===== src/include/soc_consts.svh =====
`ifndef SOC_CONSTS_SVH
`define SOC_CONSTS_SVH

// RAM word address width for 256 words.
`define RAM_BITS 8

// Byte lanes per RAM word.
`define RAM_LANES 4

// Region selector is addr[31:SELECT_LSB].
`define SELECT_LSB 27

`define SEL_RAM 5'h02
`define SEL_TIMER 5'h1C
`define SEL_PORTS 5'h1F

// Clock cycles per timer tick.
`define TIMER_PRESCALE 4

`define TIMER_BITS 16

`endif


===== src/design/ram_lane.sv =====
`include "soc_consts.svh"

module ram_lane (
    input  logic                 mem_valid,
    input  logic [`RAM_BITS-1:0] addr,
    input  logic                 we,
    input  logic [7:0]           wdata,
    output logic [7:0]           rdata
);
    logic [7:0] mem [0:(1<<`RAM_BITS)-1];

    always_ff @(posedge mem_valid) begin
        if (we)
            mem[addr] <= wdata;
    end

    // Write-first read port.
    always_ff @(posedge mem_valid) begin
        if (we)
            rdata <= wdata;
        else
            rdata <= mem[addr];
    end

endmodule


===== config.mk =====
export PLATFORM = sky130hd
export DESIGN_NAME = ram_lane
export DESIGN_NICKNAME = d
export VERILOG_FILES = /design/src/design/ram_lane.sv
export VERILOG_INCLUDE_DIRS = /design/src /design/src/include
export SDC_FILE = /design/constraint.sdc
export NUM_CORES = 2
export LEC_CHECK = 0
export ABC_AREA = 1
export BUFFER_PORTS_ARGS = -buffer_cell sky130_fd_sc_hd__buf_2
export CORE_UTILIZATION = 35
export CTS_BUF_LIST = sky130_fd_sc_hd__clkbuf_2
export DETAILED_ROUTE_END_ITERATION = 8
export PLACE_DENSITY = 0.52
export REMOVE_ABC_BUFFERS = 1
export SYNTH_ARGS = -nofsm -noshare
export SYNTH_HDL_FRONTEND = slang
export SYNTH_SLANG_ARGS = --single-unit

===== constraint.sdc =====
create_clock -name mem_valid -period 1.9 [get_ports mem_valid]
set_input_delay 0.19 -clock mem_valid [delete_from_list [all_inputs] [get_ports mem_valid]]
set_output_delay 0.19 -clock mem_valid [all_outputs]
set_load 0.005 [all_outputs]

=== Word-level counts from Yosys, hierarchy flattened ===
Memories as Yosys holds them, arrays and structs flattened. A register that Yosys moved wholly into a read port is not among the register bits.
Index checks and enable logic that the tools add are counted.

* Memories: 1
* Output and inout bits: 8
* Bits in writable memories: 2048
* Logic and storage cells: 3
* Register bits after elaboration: 0

* Multiplexer cells: 2

{| class="wikitable"
|+ Memory list
! memory !! words !! width !! rd ports !! clocked after memory_dff !! wr ports !! RTL line !! RTL
|-
| mem || 256 || 8 || 1 || 1 || 1 || ram_lane.sv:10 || <nowiki>logic [7:0] mem [0:(1<<`RAM_BITS)-1];</nowiki>
|}

{| class="wikitable"
|+ Operators by type and width
! cell !! number
|-
| $mux 1 || 2
|}

=== Depth between registers and ports, before layout ===
* Depth after elaboration: 2
* Gate-level depth with buffers: 15

=== Worst setup path after synthesis ===
No wires, ideal clock.

* Kind: register -> output
* From: register (tool-made name)
* To: output port rdata[6]
* Data required time: 1.710 ns
* Arrival time: 1.502 ns
* Setup slack: 0.208 ns
* Cell stages (with the launch flop): 16
* Cell sequence: dfxtp_1 -> buf_4 -> inv_4 -> buf_6 -> buf_6 -> buf_4 -> nand2_1 -> nand3_1 -> nand3_1 -> nand3_1 -> nand3_1 -> nand3_1 -> nand3_1 -> nand2_1 -> nand2_1 -> nand2_1

{| class="wikitable"
|+ RTL lines
! element !! RTL line !! RTL
|-
| end: declaration || ram_lane.sv:8 || <nowiki>output logic [7:0] rdata</nowiki>
|}

==> flow_summary_export.csv <==
group,metric,value,unit
timing,period_share,2.372,
synth,synth_top_family_by_area,"simple AND/OR/NAND/NOR gates",
critical_path,critPathSlowestCell,"dfxtp_4",
timing,tns,-20.78,ns
die,die_height,490.1,um
min_path,hp-class,"in2reg",
drt,routed_wl,260900,um
pwr,p_clk_frac,0.347,
synth,synthSimpleGateAreaFrac,0.2295,
critical_path,cpPeakStageDelay,0.39,ns
global_route,gr-total-overflow,0,
synth,synthAdderAreaFrac,0,
synth,synth_warnings,0,
timing,timing.final.crit_period,4.507,ns
place,place_congestion,0.8965,
synth,ys_types,14,
global_route,antenna_found_initial,8,
timing,hold_viol,0,
pwr,comb_power_share,0.089,
timing,maxSlewHeadroom,0.1221,
layout,syn2layout_area_growth,21.87,%
synth,synth_compound_gate_area_share,0,
place,dp_hpwl,157800,um
pwr,power.density,870.0,nW/um2
die,die_area,240200,um2
critical_path,cp.arrival,4.32,ns
die,ios,26,
pwr,finalPower,88.43,mW
pwr,seq_power_share,0.565,
global_route,grt_pass1_wl,384000,um
timing,setup_ws,-2.607,ns
status,status,"finished, violations left",
layout,largest_register,"mem",
drt,drc,0,
synth,synthMuxAreaShare,0,
pwr,ir_drop,0.0007135,V
place,port_buffers,25,
pwr,switchingPower,23.37,mW
layout,nets,8016,
clock_tree,cts_tree,"done",
synth,syn_inst,7003,
die,num_rows,178,
clock_tree,clk_pin_slew,0.11,ns
synth,seq_area_frac_synth,0.7394,
clock_tree,h-tree-depth,6,
layout,largest_reg_flops,2048,
job,maxCapViolations,0,
place,place_inst,10470,
clock_tree,cts.path.max_buffers,4,
place,pre_cts_ws,-1.088,ns
drt,drt_iter0_drc,6072,
die,start_util,0.3533,
pwr,switching_share,0.2643,
critical_path,worstPathMaxFanout,7,
status,failed_checks,"setup timing",
critical_path,start_kind,"flop",
clock_tree,clkSinkCount,2056,
critical_path,crit_path_frequent_cell,"nand2_1",
synth,syn_avg_cell_area,11.91,um2
critical_path,path_cells,"buf_8, inv_16, buf_16, buf_12, buf_12, buf_16, clkbuf_16, nand2_1, nand3_1, nand3_1, nand3_2, nand3_2, nand3_4, nand3_4, nand2_1, nand2_1, nand2_4, buf_2",
timing,rsz0062_at_grt,"yes",
timing,clock.fmax,221.9,MHz
global_route,grt_pass1_vias,58800,
layout,top_regs,"mem x2048",
timing,slew_viol_final,0,
pwr,internal_power,65.06,mW
drt,drtAntennaViolNets,0,
layout,layout.cells.non_filler,11520,
drt,wl_per_cell,22.65,um
timing,setup_violations,16,
drt,route.vias.total,58990,
critical_path,worstPathRequired,1.71,ns
die,placeableCoreArea,236100,um2
drt,drt_first_pass_iters,6,
layout,fillers,22210,
timing,tightest_slew,1.317,ns
clock_tree,numCtsBuffers,549,
critical_path,critPathCaptureType,"primary output",
die,die_w,490.1,um
synth,ys_ff_latch,2056,
synth,synthXorXnorAreaFrac,0,
synth,syn_area,83400,um2
global_route,grt_max_degree,94,
drt,drt-vias-per-instance,5.122,
critical_path,worstSetupPathType,"reg2out",
layout,layout-drive-gt1-share,0.2345,
clock_tree,cts-root-buf,"clkbuf_2",
global_route,grt_usage,0.2142,
pwr,p_leak,37.70,nW
==> power by group through the flow <==
stage / clock (mW) / sequential, mW / combinational [mW]
detailed placement: 0 / 51.0 / 6.71
floorplan: 0 / 51.4 / 3.62
global placement: 0 / 51.0 / 6.69
global route: 33.7 / 49.9 / 8.36
finish: 30.7 / 49.9 / 7.85
CTS: 31.6 / 49.9 / 7.74
==> kinds of logic (layout without fill, tap and decap cells) <==
kind of cell,after synthesis,count (layout)
other cells,0,5
flops,2056,2056
buf+inv,522,1881
simple gates,4425,4425
==> cell type report <==
class	count	area, um2	share of cell area
inverter	39	180.2	0.001773
timing repair buffer	926	10430	0.1026
clock buffer	769	3849	0.03787
multi-input combinational	4425	20630	0.2030
timing repair inverter	1	20.02	0.0001970
sequential	2056	61680	0.6068
clock inverter	146	895.9	0.008814
antenna	5	12.51	0.0001231
tap	3150	3941	0.03878
==> through the flow <==
| stage | area, um2 | utilization | hold slack [ns] |
|---|---|---|---|
| 3_3_place_gp | 92940 | 0.3937 | 0.3429 |
| 2_1_floorplan | 80940 | - | 0.2177 |
| 3_5_place_dp | 92940 | 0.3937 | 0.3552 |
| 5_1_grt | 101600 | 0.4305 | 0.1439 |
| 6_report | 101600 | 0.4305 | 0.2614 |
| 4_1_cts | 101200 | 0.4288 | 0.01514 |
==> cells in the final DEF (no fill, tap or decap), types with 33 or more instances in the layout <==
| cell | n |
|---|---|
| nand2_1 | 2077 |
| dlygate4sd3_1 | 48 |
| nand2_2 | 33 |
| nand3_4 | 35 |
| buf_12 | 158 |
| buf_16 | 43 |
| buf_4 | 609 |
| nand3_1 | 1811 |
| nor2_1 | 282 |
| clkbuf_2 | 769 |
| nand3_2 | 173 |
| clkinv_1 | 98 |
| edfxtp_1 | 2048 |
| inv_1 | 34 |
==> final timing paths <==
check | start | cells past startpoint | slack, ns | endpoint
max | flop | 18 | -2.61 | rdata[2]
min | addr[0] | 4 | 0.26 | flop
==> repair_timing <==
action	4_1_cts	5_1_grt
buffers inserted	36	2
hold buffers	53	1
endpoints found under the setup margin	8	32
gates resized for setup	319	71
cloned	34	1
pin swaps	46	22
endpoints found under the hold margin	4104	1
==> cells in the mapped netlist, drive strengths merged <==
cell	n	area, um2
nand2	2123	7969
edfxtp	2048	61500
nand3	2019	10100
buf	371	2032
nor2	283	1062
clkbuf	112	420.4
inv	39	148.9
dfxtp	8	160.2
==> metal layers <==
| layer | global-route usage | part of all wire | up-vias | routed length (um) |
|---|---|---|---|---|
| li1 | - | - | 27230 | - |
| met1 | 0.2813 | 0.42 | 29010 | 108800 |
| met2 | 0.3469 | 0.48 | 2269 | 124600 |
| met3 | 0.04036 | 0.070 | 480 | 18210 |
| met4 | 0.09045 | 0.035 | 0 | 9247 |
| met5 | 0 | 0 | - | 0 |
==> worst max-delay path, delay by kind of cell (launching register included) <==
kind | cells | cell delay (ns)
buffers and inverters | 8 | 1.08
AND/OR/NAND/NOR | 10 | 0.92
flip-flops | 1 | 0.39
No activity file was read; power rests on OpenSTA's default activity.
