--- src/include/soc_consts.svh ---
`ifndef SOC_CONSTS_SVH
`define SOC_CONSTS_SVH

// RAM word address width for 256 words.
`define RAM_BITS 8

// Byte lanes per RAM word.
`define RAM_LANES 4

// Region selector is addr[31:SELECT_LSB].
`define SELECT_LSB 27

`define SEL_RAM 5'h02
`define SEL_TIMER 5'h1C
`define SEL_PORTS 5'h1F

// Clock cycles per timer tick.
`define TIMER_PRESCALE 4

`define TIMER_BITS 16

`endif

--- src/design/soc_pkg.sv ---
package soc_pkg;

    // Class of an accepted bus access.
    typedef enum logic [1:0] {
        REGION_NONE,
        REGION_RAM,
        REGION_TIMER,
        REGION_PORTS
    } region_e;

    typedef enum logic [1:0] {
        TIMER_IDLE,
        TIMER_COUNTING,
        TIMER_EXPIRED
    } timer_state_e;

endpackage

--- src/design/io_ports.sv ---
`include "soc_consts.svh"

module io_ports (
    input  logic             mem_valid,
    input  logic             nreset,
    input  soc_pkg::region_e region,
    input  logic             write,
    input  logic             wstrb0,
    input  logic [2:0]       wdata_low,
    input  logic             con_button,
    input  logic             psh_button,
    input  logic             tra,
    input  logic             trb,
    input  logic             bak_button,
    input  logic             scl_in,
    input  logic             sda_in,
    output logic             led,
    output logic             scl,
    output logic             sda,
    output logic [6:0]       port_rdata
);
    import soc_pkg::*;

    // Serial bus lines idle high.
    always_ff @(posedge mem_valid) begin
        if (!nreset)
            {led, scl, sda} <= 3'b111;
        else if (region == REGION_PORTS && write && wstrb0)
            {led, scl, sda} <= wdata_low;
    end

    always_ff @(posedge mem_valid) begin
        if (region == REGION_PORTS)
            port_rdata <= {con_button, psh_button, tra, trb, bak_button, scl_in, sda_in};
    end

endmodule

--- config.mk ---
export PLATFORM = sky130hd
export DESIGN_NAME = io_ports
export DESIGN_NICKNAME = d
export VERILOG_FILES = /design/src/design/soc_pkg.sv /design/src/design/io_ports.sv
export VERILOG_INCLUDE_DIRS = /design/src /design/src/include
export SDC_FILE = /design/constraint.sdc
export NUM_CORES = 1
export LEC_CHECK = 0
export ABC_AREA = 1
export BUFFER_PORTS_ARGS = -buffer_cell sky130_fd_sc_hd__buf_2
export CORE_AREA = 3 3 40 42
export CTS_CLUSTER_DIAMETER = 80
export CTS_CLUSTER_SIZE = 16
export DETAILED_ROUTE_END_ITERATION = 16
export DIE_AREA = 0 0 43 45
export SYNTH_ARGS = -nofsm -noshare
export SYNTH_HDL_FRONTEND = slang
export SYNTH_SLANG_ARGS = --single-unit
--- constraint.sdc ---
create_clock -name mem_valid -period 0.8 [get_ports mem_valid]
set_input_delay 0.12 -clock mem_valid [delete_from_list [all_inputs] [get_ports mem_valid]]
set_output_delay 0.12 -clock mem_valid [all_outputs]
set_load 0.02 [all_outputs]
# After elaboration in Yosys (flattened, before gate mapping)
# Cells that the tools add are included.
dict set report totals {
  regBits 10
  inputBits 16
  output_inout_bits 10
  word_cells 7
}
dict set report op_classes {
  n_eq_ne 1
  reduce_logical 2
}
# operator count
set ops {}
lappend ops {{2-bit == test, second input constant} 1}
lappend ops {{1-bit logical AND} 2}

# Longest topological paths before layout
dict set report depth {
  ltp_word 3
  ltp_mapped 4
  mapped_depth_nobuf 4
}

# Worst setup path before layout
# OpenSTA, ideal clock, no wires.
dict set report synth_path {
  kind {input port to flip-flop}
  from {input port region[0]}
  to {register port_rdata[0], enable pin}
  setup_time_ns 0.319
  t_arrival_ns 0.364
  t_required_ns 0.481
  slack_ns 0.117
  stages 2
  path_buffers 0
  path_cell_list {nand2_2 -> inv_1}
}
dict set report synth_between {
  elab_chain_cells 1
}
# element line_no
set synth_rtl {}
lappend synth_rtl {{start, declared} io_ports.sv:6} ;# input soc_pkg::region_e region,
lappend synth_rtl {{2-bit == test} io_ports.sv:33} ;# if (region == REGION_PORTS)
lappend synth_rtl {{end signal, assigned} io_ports.sv:34} ;# port_rdata <= {con_button, psh_button, tra, trb, bak_button, scl_in, sda_in};
lappend synth_rtl {{end, declared} io_ports.sv:20} ;# output logic [6:0] port_rdata
# Every way passes these cells.
# A chain may end at the register's enable or synchronous reset.

# Final worst setup path
dict set report layout_path {
  from {register port_rdata[2]}
  to {output port port_rdata[2]}
}
# No word-level cell between the ends.

==> flow_summary_export.csv <==
group,metric,value,unit
sta,finalHoldViolations,0,
grt,grt_pass1_wl,1.20,mm
synthesis,synth_fa_ha_area_share,0,%
min_path,min_from,"con_button",
synthesis,netlist_area,337,µm²
final_layout,fin_area,572,µm²
sta,rsz0062_at_grt,"yes",
job,max_cap_violations,0,
sta,tightest_slew,0.229,ns
grt,overflow,0,
setup_path,critPathSlowestCell,"edfxtp_1",
synthesis,synth_mux_area_share,0,%
final_layout,diodes,0,
final_layout,drive_gt1_share,66.0,%
die,coreArea,1280,µm²
final_layout,layout_commonest_cell,"buf_2",
power,vdd_drop_max,0.000713,V
power,leakagePower,0.250,nW
synthesis,syn_inst,23,
sta,fin_crit,0.923,ns
synthesis,ys_seq_area_share,80.3,%
route,first_pass_iters,3,
sta,fin_crit_sh,115,%
die,die_height,45,µm
route,routedWlPerCell,10.6,µm
final_layout,final_cell_mix,"buf_2, buf_6, edfxtp_1",
sta,max_slew_margin,84.7,%
synthesis,synth_fp_nets,39,
grt,antenna_found_initial,0,
final_layout,final_nets,70,
clock_tree,htree_levels,1,
setup_path,r2r_cells,2,
place,dpl.hpwl,626,µm
setup_path,cp_cell_sequence,"buf_6",
synthesis,yosysWarningCount,0,
route,vias,285,
die,placementRows,13,
min_path,hold_depth,1,
setup_path,r2r-end,"led$_SDFFE_PN1P_",
sta,skew,0,ns
setup_path,worst_setup_path_start_kind,"flip-flop",
die,die_width,43,µm
setup_path,max_stage_delay,0.40,ns
synthesis,ys_types,8,
setup_path,regToRegStartpoint,"led$_SDFFE_PN1P_",
grt,grt_util_all_layers,8.61,%
setup_path,end_kind,"primary output",
setup_path,crit_arrival,0.80,ns
place,gp_congestion,0.722,
setup_path,crit_required,0.68,ns
clock_tree,cts_root_buf,"clkbuf_4",
setup_path,r2r_setup_slack,0.21,ns
outcome,status,"complete, but fails checks",
outcome,violations,"negative setup slack",
synthesis,synth-simple-area-share,14.1,%
setup_path,critPathTopFamily,"flip-flops",
synthesis,synth-xor-area-share,0,%
setup_path,critPathKind,"flip-flop to primary output",
place,numPortBuffers,25,
synthesis,ys_ff_latch,10,
grt,grt_max_degree,8,
sta,setup_ws,-0.123,ns
die,initial_core_util,26.2,%
route,avgViaCountPerCell,4.19,
route,postRouteWirelength,720,µm
route,drc_errors,0,
clock_tree,insertion_delay,0.25,ns
die,ios,26,
place,dpl_cell_area,488,µm²
sta,fmax,1080,MHz
sta,drv_slew,0,
die,die_area,1940,µm²
sta,setup_viol,10,
power,powerDensity,2070,nW/µm²
synthesis,synth_top_family_by_area,"simple AND/OR/NAND/NOR gates",
route,ant_nets,0,
clock_tree,tritoncts,"built",
route,drt_iter0_markers,1,
min_path,hold_end,"port_rdata[6]$_DFFE_PN_",
setup_path,critPathMaxFanout,1,
clock_tree,path_clk_slew,0.06,ns
clock_tree,clock_sinks,10,
clock_tree,hold_buffers,0,
clock_tree,cts-buffers-inserted,3,
place,dp_slack,0.0166,ns
grt,grt_pass1_vias,300,
synthesis,syn_area_per_cell,14.6,µm²
synthesis,synth_compound_area_share,4.46,%
final_layout,syn_to_final_growth,69.9,%
setup_path,crit_buf_inv,1,
clock_tree,cts.path.max_buffers,2,
min_path,hold_path_class,"input pin to flip-flop",
[metrics by stage]
| stage | TNS [ns] | instances | power [mW] | util (%) | hold slack, ns |
|---|---|---|---|---|---|
| 2_1_floorplan | 0 | 23 | 0.665 | - | 0.205 |
| 3_3_place_gp | 0 | 64 | 0.737 | 38.0 | 0.307 |
| 3_5_place_dp | 0 | 64 | 0.739 | 38.0 | 0.299 |
| 4_1_cts | -0.836 | 68 | 1.18 | 42.6 | 0.0303 |
| 5_1_grt | -1.15 | 68 | 1.26 | 44.5 | 0.0153 |
| 6_report | -0.721 | 68 | 1.18 | 44.5 | 0.0397 |
[routing by layer]
| metal | GRT usage, % | up-vias | share of wire (%) |
|---|---|---|---|
| met5 | 0 | - | 0 |
| met4 | 5.42 | 0 | 0.69 |
| met3 | 4.78 | 2 | 18 |
| met2 | 11.4 | 26 | 39 |
| met1 | 10.8 | 115 | 43 |
| li1 | - | 142 | - |
[cells in the mapped netlist]
library cell	instances	share of area, %
nand2_1	4	4.5
edfxtp_1	7	62
nor2_4	1	3.3
inv_1	1	1.1
nand3_1	3	4.5
o21ai_0	3	4.5
nand2_2	1	1.9
dfxtp_1	3	18
[logic make-up after synthesis]
kind of cell | Yosys count
AO/OA/AOI/OAI | 3
buffers and inverters | 1
flip-flops | 10
AND/OR/NAND/NOR | 9
[state kept, by name (all words and copies together) (netlist names)]
| name | count |
|---|---|
| port_rdata | 7 |
| scl | 1 |
| led | 1 |
| sda | 1 |
[what timing repair did]
action | CTS | global route
endpoints found under the hold margin | 0 | 0
resized for setup | 9 | 8
setup endpoints to repair | 10 | 10
buffers inserted | 0 | 0
[power by group]
group	switching, mW	total, mW	internal (mW)
sequential	0.0118	0.599	0.587
combinational	0.0775	0.153	0.0750
clock	0.154	0.429	0.275
[worst max-delay path by stage]
stage,depth (start not counted),startpoint,endpoint
floorplan,2,region[0],port_rdata[0]$_DFFE_PN_
global placement,3,region[0],port_rdata[0]$_DFFE_PN_
detailed placement,5,region[0],led$_SDFFE_PN1P_
CTS,1,port_rdata[2]$_DFFE_PN_,port_rdata[2]
global route,1,port_rdata[2]$_DFFE_PN_,port_rdata[2]
finish,1,port_rdata[2]$_DFFE_PN_,port_rdata[2]
[layout make-up]
class | count | area (µm²)
fill | 124 | 713
sequential | 10 | 274
timing repair buffer | 26 | 176
multi-input combinational | 12 | 62.6
clock buffer | 4 | 36.3
tap | 15 | 18.8
inverter | 1 | 3.75
Note: power is estimated with default switching activity, not from simulation.
