==> src/include/soc_consts.svh <==
`ifndef SOC_CONSTS_SVH
`define SOC_CONSTS_SVH

// RAM word address width for 256 words.
`define RAM_BITS 8

// Byte lanes per RAM word.
`define RAM_LANES 4

// Region selector is addr[31:SELECT_LSB].
`define SELECT_LSB 27

`define SEL_RAM 5'h02
`define SEL_TIMER 5'h1C
`define SEL_PORTS 5'h1F

// Clock cycles per timer tick.
`define TIMER_PRESCALE 4

`define TIMER_BITS 16

`endif

==> src/design/soc_pkg.sv <==
package soc_pkg;

    // Class of an accepted bus access.
    typedef enum logic [1:0] {
        REGION_NONE,
        REGION_RAM,
        REGION_TIMER,
        REGION_PORTS
    } region_e;

    typedef enum logic [1:0] {
        TIMER_IDLE,
        TIMER_COUNTING,
        TIMER_EXPIRED
    } timer_state_e;

endpackage

==> src/design/interval_timer.sv <==
`include "soc_consts.svh"

module interval_timer (
    input  logic                   mem_valid,
    input  logic                   nreset,
    input  logic                   load,
    input  logic [`TIMER_BITS-1:0] value,
    input  logic                   irq_clear,
    output logic [`TIMER_BITS-1:0] count,
    output logic                   irq
);
    import soc_pkg::*;

    localparam int PRE_BITS = $clog2(`TIMER_PRESCALE);

    timer_state_e        state;
    logic [PRE_BITS-1:0] prescale;
    logic                tick;

    assign tick = prescale == PRE_BITS'(`TIMER_PRESCALE - 1);

    always_ff @(posedge mem_valid) begin
        if (!nreset) begin
            state    <= TIMER_IDLE;
            count    <= '0;
            prescale <= '0;
            irq      <= 1'b0;
        end else if (load) begin
            // A zero load stops the timer.
            state    <= (value == '0) ? TIMER_IDLE : TIMER_COUNTING;
            count    <= value;
            prescale <= '0;
            irq      <= 1'b0;
        end else if (irq_clear) begin
            state <= TIMER_IDLE;
            irq   <= 1'b0;
        end else if (state == TIMER_COUNTING) begin
            prescale <= tick ? '0 : prescale + 1'b1;
            if (tick) begin
                count <= count - 1'b1;
                if (count == `TIMER_BITS'(1)) begin
                    state <= TIMER_EXPIRED;
                    irq   <= 1'b1;
                end
            end
        end
    end

    a_irq_expired: assert property (
        @(posedge mem_valid) disable iff (!nreset) irq |-> state == TIMER_EXPIRED
    ) else $error("irq high outside expired state");

endmodule

==> config.mk <==
export PLATFORM = sky130hd
export DESIGN_NAME = interval_timer
export DESIGN_NICKNAME = d
export VERILOG_FILES = /design/src/design/soc_pkg.sv /design/src/design/interval_timer.sv
export VERILOG_INCLUDE_DIRS = /design/src /design/src/include
export SDC_FILE = /design/constraint.sdc
export NUM_CORES = 1
export LEC_CHECK = 0
export BUFFER_PORTS_ARGS = -buffer_cell sky130_fd_sc_hd__buf_2
export CORE_ASPECT_RATIO = 0.8
export CORE_MARGIN = 2
export CORE_UTILIZATION = 30
export CTS_BUF_LIST = sky130_fd_sc_hd__clkbuf_4
export CTS_CLUSTER_SIZE = 30
export DETAILED_ROUTE_END_ITERATION = 6
export PLACE_DENSITY = 0.52
export SYNTH_ARGS = -nofsm -noshare
export SYNTH_HDL_FRONTEND = slang
export SYNTH_SLANG_ARGS = --single-unit
==> constraint.sdc <==
create_clock -name mem_valid -period 2.5 [get_ports mem_valid]
set_input_delay 0.5 -clock mem_valid [delete_from_list [all_inputs] [get_ports mem_valid]]
set_output_delay 0.5 -clock mem_valid [all_outputs]
set_load 0.005 [all_outputs]
=== Word-level counts from Yosys, hierarchy flattened ===
Cells that the tools add are included.

* Word-level logic and storage cells: 35
* Register bits after elaboration: 21
* Input bits: 20
* Output and inout port bits: 17

* Bitwise gates (word level): 2
* Mux-type cells: 11
* Add/subtract/negate cells: 2
* Reductions and logical operators: 12
* Equal/unequal tests: 4

{| class="wikitable"
|+ Operator list
! cell !! count
|-
| 16-bit 2-to-1 mux || 4
|-
| 16-bit by 1-bit == test with 1-bit output (second input constant) || 1
|-
| 16-bit logical NOT || 1
|-
| 16-bit by 1-bit subtractor with 16-bit output (second input constant) || 1
|-
| 2-bit 2-to-1 mux || 6
|-
| 3-bit AND reduction || 3
|-
| 3-bit nonzero test || 3
|-
| 2-bit nonzero test || 2
|-
| 3-bit OR reduction || 1
|-
| 2-bit by 1-bit adder with 2-bit output (second input constant) || 1
|-
| 2-bit by 1-bit == test with 1-bit output (second input constant) || 1
|-
| 2-bit == test (second input constant) || 1
|-
| 2-bit != test (second input constant) || 1
|-
| 1-bit NOT || 2
|-
| 2-bit AND reduction || 1
|-
| 2-bit OR reduction || 1
|-
| 1-bit 2-to-1 mux || 1
|}

=== Depth between registers and ports, before layout ===
* Depth in word-level cells: 6
* Depth in mapped cells: 6
* Depth with buffers taken out: 5

=== Least setup slack after synthesis ===
OpenSTA, ideal clock, no wires.

* Path type: register to register
* Start: register count[10]
* End: register state[0]
* Buffers on the path: 0
* Cell stages (with the launch flop): 5
* Arrival time: 1.566 ns
* Slack: 0.796 ns
* Required time: 2.362 ns
* Cells stage by stage: dfxtp_1 or3_4 or3_4 nor4_1 a211oi_1

* Word-level cells in the longest chain between the ends: 3

{| class="wikitable"
|+ Ends and longest elaborated chain
! item !! line !! source
|-
| start, declared || interval_timer.sv:9 || <nowiki>output logic [`TIMER_BITS-1:0] count,</nowiki>
|-
| start signal, assigned || interval_timer.sv:31 || <nowiki>count <= value;</nowiki>
|-
| start signal, assigned || interval_timer.sv:40 || <nowiki>count <= count - 1'b1;</nowiki>
|-
| 16-bit by 1-bit == test with 1-bit output || interval_timer.sv:41 || <nowiki>if (count == `TIMER_BITS'(1)) begin</nowiki>
|-
| 3-bit nonzero test (no line) || - ||
|-
| 3-bit AND reduction (no line) || - ||
|-
| end signal, assigned || interval_timer.sv:30 || <nowiki>state <= (value == '0) ? TIMER_IDLE : TIMER_COUNTING;</nowiki>
|-
| end, declared || interval_timer.sv:16 || <nowiki>timer_state_e state;</nowiki>
|}

No other way between the ends.
A chain may end at the register's enable or synchronous reset.

=== Worst setup path in the final report ===
* Start: register prescale[0]
* End: register count[13]

* Word-level cells in the longest chain between the ends: 3

{| class="wikitable"
|+ Ends and longest elaborated chain
! item !! line !! source
|-
| start, declared || interval_timer.sv:17 || <nowiki>logic [PRE_BITS-1:0] prescale;</nowiki>
|-
| start signal, assigned || interval_timer.sv:38 || <nowiki>prescale <= tick ? '0 : prescale + 1'b1;</nowiki>
|-
| 2-bit == test || interval_timer.sv:20 || <nowiki>assign tick = prescale == PRE_BITS'(`TIMER_PRESCALE - 1);</nowiki>
|-
| 2-bit nonzero test (no line) || - ||
|-
| 3-bit AND reduction (no line) || - ||
|}

No other way between the ends.

==> impl_metrics.tcl <==
set metrics [dict create \
    status "finished clean" \
    multi_input_area_um2 683 \
    ys_seq_elements 21 \
    place_congestion 0.788 \
    worstMarginPinSlew_ps 455 \
    drtIter0Drc 53 \
    syn2layout_area_growth_pct 21.6 \
    place_hpwl_um 2160 \
    rsz0062_at_grt "no" \
    placementRows 19 \
    holdPathEnd "count[1]" \
    synth_warnings 0 \
    ys.flop_type "dfxtp_1" \
    critical_path_buf_inv_count 0 \
    layout_commonest_cell "buf_2" \
    ys_types 37 \
    r2r_slack_ps 530 \
    crit_family "compound AO/OA/AOI/OAI gates" \
    cts_buffer_depth 2 \
    hold_path.class "input port to register" \
    numCtsBuffers 3 \
    drive_above_1_share_pct 28.3 \
    worst_hold_slack_ps 450 \
    io_buffers 36 \
    ys_seq_area_share_pct 36.9 \
    r2r_cells 5 \
    critical_path.reg2reg.endpoint "count[13]" \
    synthCells 131 \
    dieWidth_um 72.9 \
    end_kind "register" \
    clk_latency_ps 310 \
    syn-cell-area_um2 1140 \
    ys_async_sr_fraction_pct 0 \
    max_cap_violations 0 \
    cts_tree "yes" \
    post-cts-setup-buffers 0 \
    ctsHoldBuffers 0 \
    holdPathStages 3 \
    synth_area_per_cell_um2 8.69 \
    grt_pass1_vias 1032 \
    hold_viol 0 \
    crit_path_top_delay_cell "and4bb_2" \
    final-setup-viol-count 0 \
    setup-tns-final_ps 0 \
    ctsResizeCount 0 \
    slowest_delay_ps 420 \
    skew_ps 3.45 \
    track_usage_pct 14.2 \
    fp.coreArea_um2 3540 \
    comb_power_share_pct 17.8 \
    cts-root-buf "clkbuf_4" \
    start_util_pct 32.1 \
    die-area_um2 4310 \
    p_per_area_nw_per_um2 493 \
    slew_headroom_pct 69.4 \
    crit_chain "ha_1 -> and4bb_2 -> nand2_1 -> o31a_2 -> o311a_1" \
    clock.fmax_mhz 506 \
    fillers 372 \
    pwr-share-clk_pct 26.7 \
    power_frac_seq_pct 55.5 \
    synth_edf_count 0 \
    n_antenna_cell 0 \
    grt_pass1_wl_um 4750 \
    clock-sinks 21 \
    clkTransAtPathRegs_ps 120 \
    p_leak_nw 0.562 \
    p_sw_w 0.000198 \
    antenna_found_initial 0 \
    vias 1116 \
    post-route-period-util_pct 79.0 \
    die_height_um 59.1 \
    avgRoutedWirePerCell_um 13.7 \
    crit_type "register to register" \
    io_pins 37 \
    grt_max_degree 21 \
    routed_wl_um 2850 \
    drc 0 \
    vdd_drop_max_uv 263 \
    synth_nets 154 \
    ant_nets 0 \
    min_from "value[1]" \
    grt_overflow_total 0 \
    finalMaxSlewViolations 0 \
    internal-power_w 0.000485 \
    crit_path_max_fanout 13 \
    fin_nets 190 \
    r2r_start "prescale[0]" \
    vias_per_cell 5.37 \
    worstPathArrival_ps 2180 \
    finalCriticalPeriod_ps 1970 \
    layout_common_cells "36 x buf_2, 21 x dfxtp_1, 14 x o21ai_0" \
    start_kind "register" \
    firstDrtPassIters 4 \
    sw_frac_of_total_pct 29.0 \
    cp.required_ps 2710 \
    htreeDepth 1 \
    seq_area_um2 420 \
]
==> logic make-up after synthesis <==
| logic type | count (synthesis) | share of synthesized area, % |
|---|---|---|
| AND/OR/NAND/NOR | 48 | 26.8 |
| AO/OA/AOI/OAI | 38 | 20.4 |
| flip-flops | 21 | 36.9 |
| XOR/XNOR | 10 | 7.69 |
| buffers and inverters | 9 | 3.08 |
| adder cells (fa/ha/maj) | 3 | 3.30 |
| multiplexers | 2 | 1.76 |
==> metrics by stage <==
stage	instances	worst slack [ps]	instance area [um2]	util (%)	total power [W]
floorplan	131	796	1140	-	0.000454
global placement	204	465	1360	38.3	0.000507
detailed placement	204	412	1360	38.3	0.000508
CTS	208	516	1390	39.1	0.000696
global route	208	323	1390	39.1	0.000728
finish	208	526	1390	39.1	0.000683
==> layout make-up <==
class                   count  share of cell area, %
flip-flops and latches     21                   30.4
multi-input cells         101                   49.3
repair buffers             37                   13.6
inverters                   3                  0.813
well taps                  42                   3.79
clock buffers               4                   2.17
==> Yosys cell counts (2+ instances only) <==
| cell type | number | area share (%) |
|---|---|---|
| or3_4 | 2 | 2.0 |
| o21ai_0 | 14 | 6.2 |
| or4_1 | 5 | 3.3 |
| ha_1 | 3 | 3.3 |
| xor2_1 | 9 | 6.9 |
| nand2_1 | 8 | 2.6 |
| a21oi_1 | 9 | 4.0 |
| nor4_1 | 5 | 2.7 |
| nor3_1 | 3 | 1.3 |
| nand3_1 | 4 | 1.8 |
| nand4_1 | 2 | 1.1 |
| nand4b_1 | 3 | 2.3 |
| clkbuf_1 | 5 | 1.6 |
| a31oi_1 | 3 | 1.6 |
| inv_1 | 3 | 0.99 |
| o31ai_1 | 3 | 2.0 |
| dfxtp_1 | 21 | 37 |
| o21a_1 | 2 | 1.3 |
| mux2i_1 | 2 | 1.8 |
| nor2_1 | 8 | 2.6 |
==> worst max-delay path by stage <==
| stage | from | endpoint | slack (ps) | cells after the start |
|---|---|---|---|---|
| after floorplan | count[10] | state[0] | 800 | 4 |
| after global placement | irq_clear | count[13] | 470 | 5 |
| after detailed placement | irq_clear | count[13] | 410 | 5 |
| after CTS | prescale[0] | count[13] | 520 | 5 |
| after global routing | prescale[0] | count[11] | 320 | 5 |
| final | prescale[0] | count[13] | 530 | 5 |
==> per-layer routing <==
metal | global-route usage, % | up-vias | share of wire (%)
met1 | 19.9 | 499 | 50
met3 | 3.57 | 2 | 6.4
met5 | 0 | - | 0
met2 | 22.3 | 49 | 42
li1 | - | 566 | -
met4 | 2.38 | 0 | 0.70
==> sequential cells by signal, indices dropped and copies added, names as in the netlist <==
| signal | cells |
|---|---|
| state | 2 |
| count | 16 |
| prescale | 2 |
| irq | 1 |
==> worst min-delay path, stage by stage <==
cell and delay [ps]:
buf_2 110, nand2_1 60, a21boi_0 60
==> power groups by stage <==
stage	Clock, W	Combinational (W)	Sequential [W]
floorplan	0	0.0000695	0.000385
global placement	0	0.000121	0.000387
detailed placement	0	0.000122	0.000387
CTS	0.000194	0.000123	0.000380
global route	0.000206	0.000138	0.000384
finish	0.000182	0.000121	0.000379
No activity file was read; power rests on OpenSTA's default activity.
