===== config.mk =====
export PLATFORM = sky130hd
export DESIGN_NAME = read_mux
export DESIGN_NICKNAME = d
export VERILOG_FILES = /design/src/design/soc_pkg.sv /design/src/design/read_mux.sv
export VERILOG_INCLUDE_DIRS = /design/src /design/src/include
export SDC_FILE = /design/constraint.sdc
export NUM_CORES = 1
export LEC_CHECK = 0
export BUFFER_PORTS_ARGS = -buffer_cell sky130_fd_sc_hd__buf_2
export CAP_MARGIN = 30
export CELL_PAD_IN_SITES_DETAIL_PLACEMENT = 0
export CELL_PAD_IN_SITES_GLOBAL_PLACEMENT = 1
export CORE_ASPECT_RATIO = 1.75
export CORE_UTILIZATION = 25
export CTS_BUF_LIST = sky130_fd_sc_hd__clkbuf_4 sky130_fd_sc_hd__clkbuf_8 sky130_fd_sc_hd__clkbuf_16
export CTS_CLUSTER_SIZE = 10
export DETAILED_ROUTE_END_ITERATION = 7
export PLACE_DENSITY = 0.77
export REMOVE_ABC_BUFFERS = 1
export SETUP_SLACK_MARGIN = 0.4
export SYNTH_ARGS = -nofsm -noshare
export SYNTH_HDL_FRONTEND = slang
export SYNTH_SLANG_ARGS = --single-unit

===== constraint.sdc =====
create_clock -name mem_valid -period 1.7 [get_ports mem_valid]
set_input_delay 0.34 -clock mem_valid [delete_from_list [all_inputs] [get_ports mem_valid]]
set_output_delay 0.34 -clock mem_valid [all_outputs]
set_load 0.01 [all_outputs]

===== src/include/soc_consts.svh =====
`ifndef SOC_CONSTS_SVH
`define SOC_CONSTS_SVH

// RAM word address width for 256 words.
`define RAM_BITS 8

// Byte lanes per RAM word.
`define RAM_LANES 4

// Region selector is addr[31:SELECT_LSB].
`define SELECT_LSB 27

`define SEL_RAM 5'h02
`define SEL_TIMER 5'h1C
`define SEL_PORTS 5'h1F

// Clock cycles per timer tick.
`define TIMER_PRESCALE 4

`define TIMER_BITS 16

`endif


===== src/design/soc_pkg.sv =====
package soc_pkg;

    // Class of an accepted bus access.
    typedef enum logic [1:0] {
        REGION_NONE,
        REGION_RAM,
        REGION_TIMER,
        REGION_PORTS
    } region_e;

    typedef enum logic [1:0] {
        TIMER_IDLE,
        TIMER_COUNTING,
        TIMER_EXPIRED
    } timer_state_e;

endpackage


===== src/design/read_mux.sv =====
`include "soc_consts.svh"

module read_mux (
    input  logic                      mem_valid,
    input  logic                      nreset,
    input  soc_pkg::region_e          acc_region,
    input  logic                      acc_read,
    input  logic                      acc_write,
    input  logic [`RAM_LANES*8-1:0]   lane_rdata,
    input  logic [`TIMER_BITS-1:0]    count,
    input  logic [6:0]                port_rdata,
    output logic [31:0]               rdata,
    output logic                      ready
);
    import soc_pkg::*;

    region_e                resp_region;
    logic [`TIMER_BITS-1:0] timer_count;

    always_ff @(posedge mem_valid) begin
        if (!nreset) begin
            resp_region <= REGION_NONE;
            ready       <= 1'b0;
        end else begin
            resp_region <= acc_region;
            // Unmapped accesses are never acknowledged.
            ready       <= acc_region != REGION_NONE;
        end
    end

    always_ff @(posedge mem_valid) begin
        if (acc_region == REGION_TIMER)
            timer_count <= count;
    end

    always_comb begin
        case (resp_region)
            REGION_RAM:   rdata = lane_rdata;
            REGION_TIMER: rdata = {{(32-`TIMER_BITS){1'b0}}, timer_count};
            REGION_PORTS: rdata = {25'b0, port_rdata};
            default:      rdata = '0;
        endcase
    end

    // Back-to-back acknowledges need back-to-back requests.
    a_ready_pairs: assert property (
        @(posedge mem_valid) disable iff (!nreset)
        ready && $past(ready) |-> $past(acc_read || acc_write)
                                  && $past(acc_read || acc_write, 2)
    ) else $error("ready held without consecutive requests");

endmodule


# Word-level counts from Yosys, hierarchy flattened
# Index checks and enable logic that the tools add are counted.
word_totals:
  reg_bits: 19
  input_bits: 61
  wordCells: 9
op_classes:
  muxes: 1
  reduce_logical: 1
  eq_ne: 4
op_table:
  columns: ["cell", "n"]
  rows:
  - ["32-bit case mux with 3 select lines", 1]
  - ["2-bit == test (second input constant)", 3]
  - ["2-bit by 1-bit == test with 1-bit output (second input constant)", 1]
  - ["2-bit nonzero test", 1]

# Longest topological paths before layout
# Gate-level depths: netlist of run 1.
depth:
  word_depth: 2
  depth_mapped: 4
  ltp_nobuf: 2

# Worst setup path before layout of run 1
# Ideal clock, no wire load.
synth_timing:
  kind: "in2reg"
  startpoint: "in acc_region[1]"
  endpoint: "reg timer_count[0], enable pin"
  setup_ns: 0.390
  t_arrival_ns: 1.104
  slack_ns: 0.205
  stages: 1
  required_time_ns: 1.310
  cell_sequence: "nor2b_1"
synth_via:
  elab_chain_len: 1
synth_rtl:
  columns: ["element", "line", "source"]
  rows:
  - ["start: declaration", "read_mux.sv:6", "input soc_pkg::region_e acc_region,"]
  - ["2-bit == test", "read_mux.sv:32", "if (acc_region == REGION_TIMER)"]
  - ["end signal: assignment", "read_mux.sv:33", "timer_count <= count;"]
  - ["end: declaration", "read_mux.sv:18", "logic [`TIMER_BITS-1:0] timer_count;"]
# No other way between the ends.
# A chain may end at the register's enable or synchronous reset.

# Final worst setup path of run 1
layout_timing:
  startpoint: "reg resp_region[0]"
  endpoint: "out rdata[5]"
layout_via:
  elab_chain_len: 2
  elab_cells_between_ends: 4
  cone_classes: "3 x eq/ne; 1 x mux"
layout_rtl:
  columns: ["element", "line", "source"]
  rows:
  - ["start: declaration", "read_mux.sv:17", "region_e resp_region;"]
  - ["start signal: assignment", "read_mux.sv:25", "resp_region <= acc_region;"]
  - ["2-bit == test / 2-bit by 1-bit == test with 1-bit output (equally long branches)", "read_mux.sv:37", "case (resp_region)"]
  - ["32-bit case mux with 3 select lines *", "read_mux.sv:37", null]
  - ["end: declaration", "read_mux.sv:12", "output logic [31:0] rdata,"]
# Every way passes the cells marked *; elsewhere a longest branch is shown, timed or not.

==> metrics.yaml, run 1 <==
clocking:
  clockBufferDepth: 2
  path_clk_slew_ps: 60
  hold_buffers: 0
  numCtsBuffers: 3
  cts-htree-levels: 1
  cts.sinks: 19
  cts-root-buf: "clkbuf_8"
  cts_tree: "yes"
global_route:
  grt_use_met2_pct: 22.0
  grt_pass1_vias: 871
  globalRouteOverflowTotal: 0
  grtUsageMet1_pct: 9.11
  antenna_found_initial: 0
  grtUsageTotal_pct: 11.4
  grt_max_degree: 33
  use_met3_pct: 4.01
  grt_busiest_layer: "met2"
  grt_pass1_wl_um: 3600
cells_and_area:
  fillers: 362
  fin_nets: 225
  drive_gt1_share_pct: 67.5
  antenna_cells: 0
  syn2layout_area_growth_pct: 58.8
  instances_no_fill: 209
placement:
  port_buffers: 91
  placed_cells: 205
  place_congestion: 0.738
  hpwl_um: 2040
  place_ws_ps: 141
pwr:
  powerDensity_nw_per_um2: 711
  ir_drop_v: 0.000426
  p_leak_nw: 0.775
  cellInternalPower_mw: 0.848
  power_frac_comb_pct: 20.1
  p_switching_mw: 0.235
  switching_share_pct: 21.7
  clkPwrFrac_pct: 29.0
  p_seq_share_pct: 51.0
synthesis:
  ys_ff_latch: 19
  synth_cell_types: 11
  synth_area_um2: 960
  syn_inst: 70
  post_synth.cell_area_avg_um2: 13.7
  synth_warnings: 0
  yosysSeqAreaShare_pct: 56.3
timing:
  fin_crit_ps: 1670
  tightestPinTransition_ps: 204
  max_slew_margin_pct: 86.4
  slew_viol_final: 0
  timing.final.ws_setup_ps: 34.1
  min_period_over_period_pct: 98.0
  hold_violations: 0
  clock.fmax_ghz: 0.600
  rsz0062_at_grt: "true"
  hold-worst-slack_ps: 262
  setup_viol: 0
floorplan:
  start_util_pct: 26.4
  die_h_um: 84.0
  die_w_um: 48.8
  io_pins: 94
  coreArea_um2: 3630
  num_rows: 29
  die_area_um2: 4100
min_path:
  worstHoldPathType: "in -> reg"
  hold_start: "count[0]"
  whs_path_depth: 1
  min_to: "timer_count[0]"
job:
  maxCapViolCount: 0
route:
  vias: 911
  finalWirelength_um: 2420
  dr.pass1.iters: 4
  viasPerCell: 4.36
  wire_per_inst_um: 11.6
  drtIter0Drc: 9
  drc: 0
  postRouteAntennaNets: 0
worst_setup_path:
  crit_required_ps: 1360
  startpoint: "resp_region[0]"
  end_kind: "output pin"
  worstSetupStartpointType: "flip-flop"
  crit_arrival_ps: 1330
  worstPathMaxFanout: 9
  path_class: "reg -> out"
status:
  status: "finished clean"
[cells in the mapped netlist (all sizes together)]
| cell | number | area share (%) |
|---|---|---|
| buf | 6 | 5.6 |
| dfxtp | 3 | 6.3 |
| edfxtp | 16 | 50 |
| mux2 | 7 | 8.2 |
| a22o | 16 | 15 |
| nor2b | 3 | 2.7 |
| o21a | 1 | 0.78 |
| and2 | 18 | 12 |
[worst max-delay path by stage]
stage | depth (start not counted) | slack, ps | endpoint
final | 3 | 30 | rdata[5]
after global routing | 3 | -20 | rdata[5]
after CTS | 3 | 20 | rdata[5]
after detailed placement | 3 | 140 | rdata[5]
after global placement | 3 | 160 | rdata[6]
after floorplan | 2 | 200 | rdata[0]
[placed cells by master, fill, tap and decap left out]
cell type | Yosys | final
buf_4 | 2 | 3
a22o_1 | 16 | 16
dfxtp_2 | 0 | 1
mux2_2 | 7 | 7
buf_6 | 3 | 1
buf_2 | 1 | 90
nor2b_1 | 2 | 2
edfxtp_1 | 16 | 16
dfxtp_4 | 0 | 1
and2_4 | 0 | 1
o21a_1 | 1 | 1
clkbuf_4 | 0 | 1
and2_1 | 18 | 17
clkbuf_8 | 0 | 3
dfxtp_1 | 3 | 1
nor2b_4 | 1 | 1
buf_12 | 0 | 1
[per-stage QoR]
stage / total power [mW] / cell area, um^2 / TNS, ps / util, %
after global placement: 0.775 / 1460 / 0 / 40.3
after floorplan: 0.653 / 906 / 0 / -
after global routing: 1.14 / 1520 / -166 / 42.0
final: 1.08 / 1520 / 0 / 42.0
after detailed placement: 0.780 / 1460 / 0 / 40.3
after CTS: 1.10 / 1520 / 0 / 41.8
[power groups by stage]
| stage | registers, mW | clock network [mW] | logic [mW] |
|---|---|---|---|
| 2_1_floorplan | 0.559 | 0 | 0.0933 |
| 3_3_place_gp | 0.561 | 0 | 0.214 |
| 3_5_place_dp | 0.563 | 0 | 0.218 |
| 4_1_cts | 0.553 | 0.325 | 0.218 |
| 5_1_grt | 0.556 | 0.349 | 0.236 |
| 6_report | 0.552 | 0.314 | 0.217 |
[sequential cells by signal (all words and copies together), names as in the netlist]
register / cells
resp_region: 2
timer_count: 16
ready: 1
[layout make-up]
class | instances | area, um^2 | area share, %
Sequential cell | 19 | 546 | 35.8
Timing Repair Buffer | 95 | 504 | 33.1
Multi-Input combinational cell | 45 | 368 | 24.1
Tap cell | 46 | 57.6 | 3.78
Clock buffer | 4 | 48.8 | 3.20
[logic make-up (layout without fill, tap and decap cells)]
kind of cell / count (synthesis) / after routing / share of synthesized area (%)
flops: 19 / 19 / 56.3
mux: 7 / 7 / 8.21
buf+inv: 6 / 99 / 5.61
simple gates: 21 / 21 / 14.5
compound gates: 17 / 17 / 15.4
[what timing repair did]
item,CTS,global route
gates resized for setup,3,2
setup buffers,0,0
endpoints found under the setup margin,32,32
[metal layers]
| layer | routed length, um | share of wire (%) |
|---|---|---|
| met1 | 743 | 31 |
| met2 | 1370 | 56 |
| met3 | 249 | 10 |
| met4 | 61 | 2.5 |
| met5 | 0 | 0 |
[critical path, stage by stage, from the launching register on]
cell,delay (ps)
dfxtp_4,410
mux2_2,350
a22o_1,180
buf_2,140
(Power assumes the default switching activity.)
==> run 2, diff against run 1 <==
--- a/config.mk
+++ b/config.mk
@@ -11,11 +11,11 @@
 export CELL_PAD_IN_SITES_DETAIL_PLACEMENT = 0
 export CELL_PAD_IN_SITES_GLOBAL_PLACEMENT = 1
 export CORE_ASPECT_RATIO = 1.75
-export CORE_UTILIZATION = 25
+export CORE_UTILIZATION = 26
 export CTS_BUF_LIST = sky130_fd_sc_hd__clkbuf_4 sky130_fd_sc_hd__clkbuf_8 sky130_fd_sc_hd__clkbuf_16
 export CTS_CLUSTER_SIZE = 10
 export DETAILED_ROUTE_END_ITERATION = 7
-export PLACE_DENSITY = 0.77
+export PLACE_DENSITY = 0.79
 export REMOVE_ABC_BUFFERS = 1
 export SETUP_SLACK_MARGIN = 0.4
 export SYNTH_ARGS = -nofsm -noshare
==> constraint.sdc (replaced) <==
create_clock -name mem_valid -period 2 [get_ports mem_valid]
set_input_delay 0.4 -clock mem_valid [delete_from_list [all_inputs] [get_ports mem_valid]]
set_output_delay 0.4 -clock mem_valid [all_outputs]
set_load 0.01 [all_outputs]
==> run 2 against run 1 <==
  * Wire length rose by 13%
  * Core utilization up 6.8 points
  * Sequential power fell by 15%
  * First-iteration DRC count grew 33%
  * Sequential cell count is the same
  * Clock power is 20% lower
  * Final cell count is 3.8% higher
  * Combinational power increased by 5%
  * Highest routed layer unchanged
==> metrics.yaml, run 2 (same netlist as run 1, synthesis figures left out) <==
status:
  status: "finished clean"
clocking:
  cts-root-buf: "clkbuf_8"
  cts.sinks: 19
  cts_tree: "yes"
  cts-htree-levels: 1
  path_clk_slew_ps: 60
  clockBufferDepth: 2
  hold_buffers: 0
  numCtsBuffers: 3
global_route:
  grt_pass1_wl_um: 3440
  grt_max_degree: 17
  globalRouteOverflowTotal: 0
  grt_pass1_vias: 818
  grtUsageTotal_pct: 12.4
  antenna_found_initial: 0
floorplan:
  die_h_um: 82.4
  num_rows: 28
  start_util_pct: 27.7
  die_w_um: 47.9
  io_pins: 94
  coreArea_um2: 3470
  die_area_um2: 3950
placement:
  place_area_um2: 1440
  place_congestion: 0.704
  port_buffers: 91
  hpwl_um: 2020
route:
  wire_per_inst_um: 12.6
  drtIter0Drc: 12
  viasPerCell: 4.36
  finalWirelength_um: 2730
  dr.pass1.iters: 4
  drc: 0
  vias: 946
  postRouteAntennaNets: 0
worst_setup_path:
  worstPathMaxFanout: 6
  crit_arrival_ps: 1370
  worstSetupStartpointType: "flip-flop"
  crit_required_ps: 1600
  path_class: "reg -> out"
  end_kind: "output pin"
timing:
  setup_viol: 0
  tightestPinTransition_ps: 197
  max_slew_margin_pct: 86.9
  setup-tns-final_ps: 0
  hold-worst-slack_ps: 320
  hold_violations: 0
  fin_crit_ps: 1770
  slew_viol_final: 0
  min_period_over_period_pct: 88.3
  rsz0062_at_grt: "true"
  clock.fmax_ghz: 0.566
pwr:
  p_leak_nw: 0.862
  ir_drop_v: 0.000402
  finalPower_mw: 0.944
  powerDensity_nw_per_um2: 558
min_path:
  whs_path_depth: 1
  worstHoldPathType: "in -> reg"
cells_and_area:
  syn2layout_area_growth_pct: 76.3
  antenna_cells: 0
  final_area_um2: 1690
  final_common_cell: "buf_2"
  regMostFlops: "timer_count"
  largest_register_ffs: 16
  fin_nets: 234
  drive_gt1_share_pct: 72.7
  mostFrequentLayoutCells: "buf_2, a22o_1, edfxtp_1"
  top_regs: "timer_count x16, resp_region x2, ready x1"
job:
  maxCapViolCount: 0
[run 2: changes by cell type in the layout (fill, tap and decap cells not counted), sizes merged]
cell    delta
nor2b      +2
clkbuf     -1
buf        +7
clkinv     +1
[run 2: critical path, stage by stage (launching register included)]
cell and delay (ps):
dfxtp_4 380, buf_6 130, mux2_4 300, a22o_1 170
buf_2 140
[run 2: final timing paths]
check	from	end	slack, ps
worst max-delay path	resp_region[0]	rdata[5]	230
worst min-delay path	count[0]	timer_count[0]	320
[run 2: what timing repair did]
item,4_1_cts,5_1_grt
endpoints found under the setup margin,32,32
setup buffers,5,2
pin swaps,9,7
cloned,2,1
gates resized for setup,14,17
[run 2: metal layers]
metal  share of wire, %  wire (um)  GRT usage [%]
met1                 31        843           10.9
met2                 58       1600           23.8
met3                8.4        228           1.74
met4                2.2         60           8.06
met5                  0          0              0
[run 2: metrics by stage]
step                std cells  utilization (%)  setup slack (ps)
CTS                       214             45.6               219
global route              217             48.8               164
global placement          203             41.5               329
detailed placement        203             41.5               257
floorplan                  64                -               442
finish                    217             48.8               234
[run 2: layout make-up]
type | count | area [um^2]
clock buffers | 3 | 41.3
flip-flops and latches | 19 | 548
clock inverters | 1 | 5.00
well taps | 45 | 56.3
multi-input cells | 47 | 433
repair buffers | 102 | 608
fillers | 318 | 1780
[run 2: power by group]
part	total, mW	internal [mW]	switching [mW]
sequential	0.467	0.457	0.0106
combinational	0.227	0.138	0.0891
clock	0.250	0.138	0.112
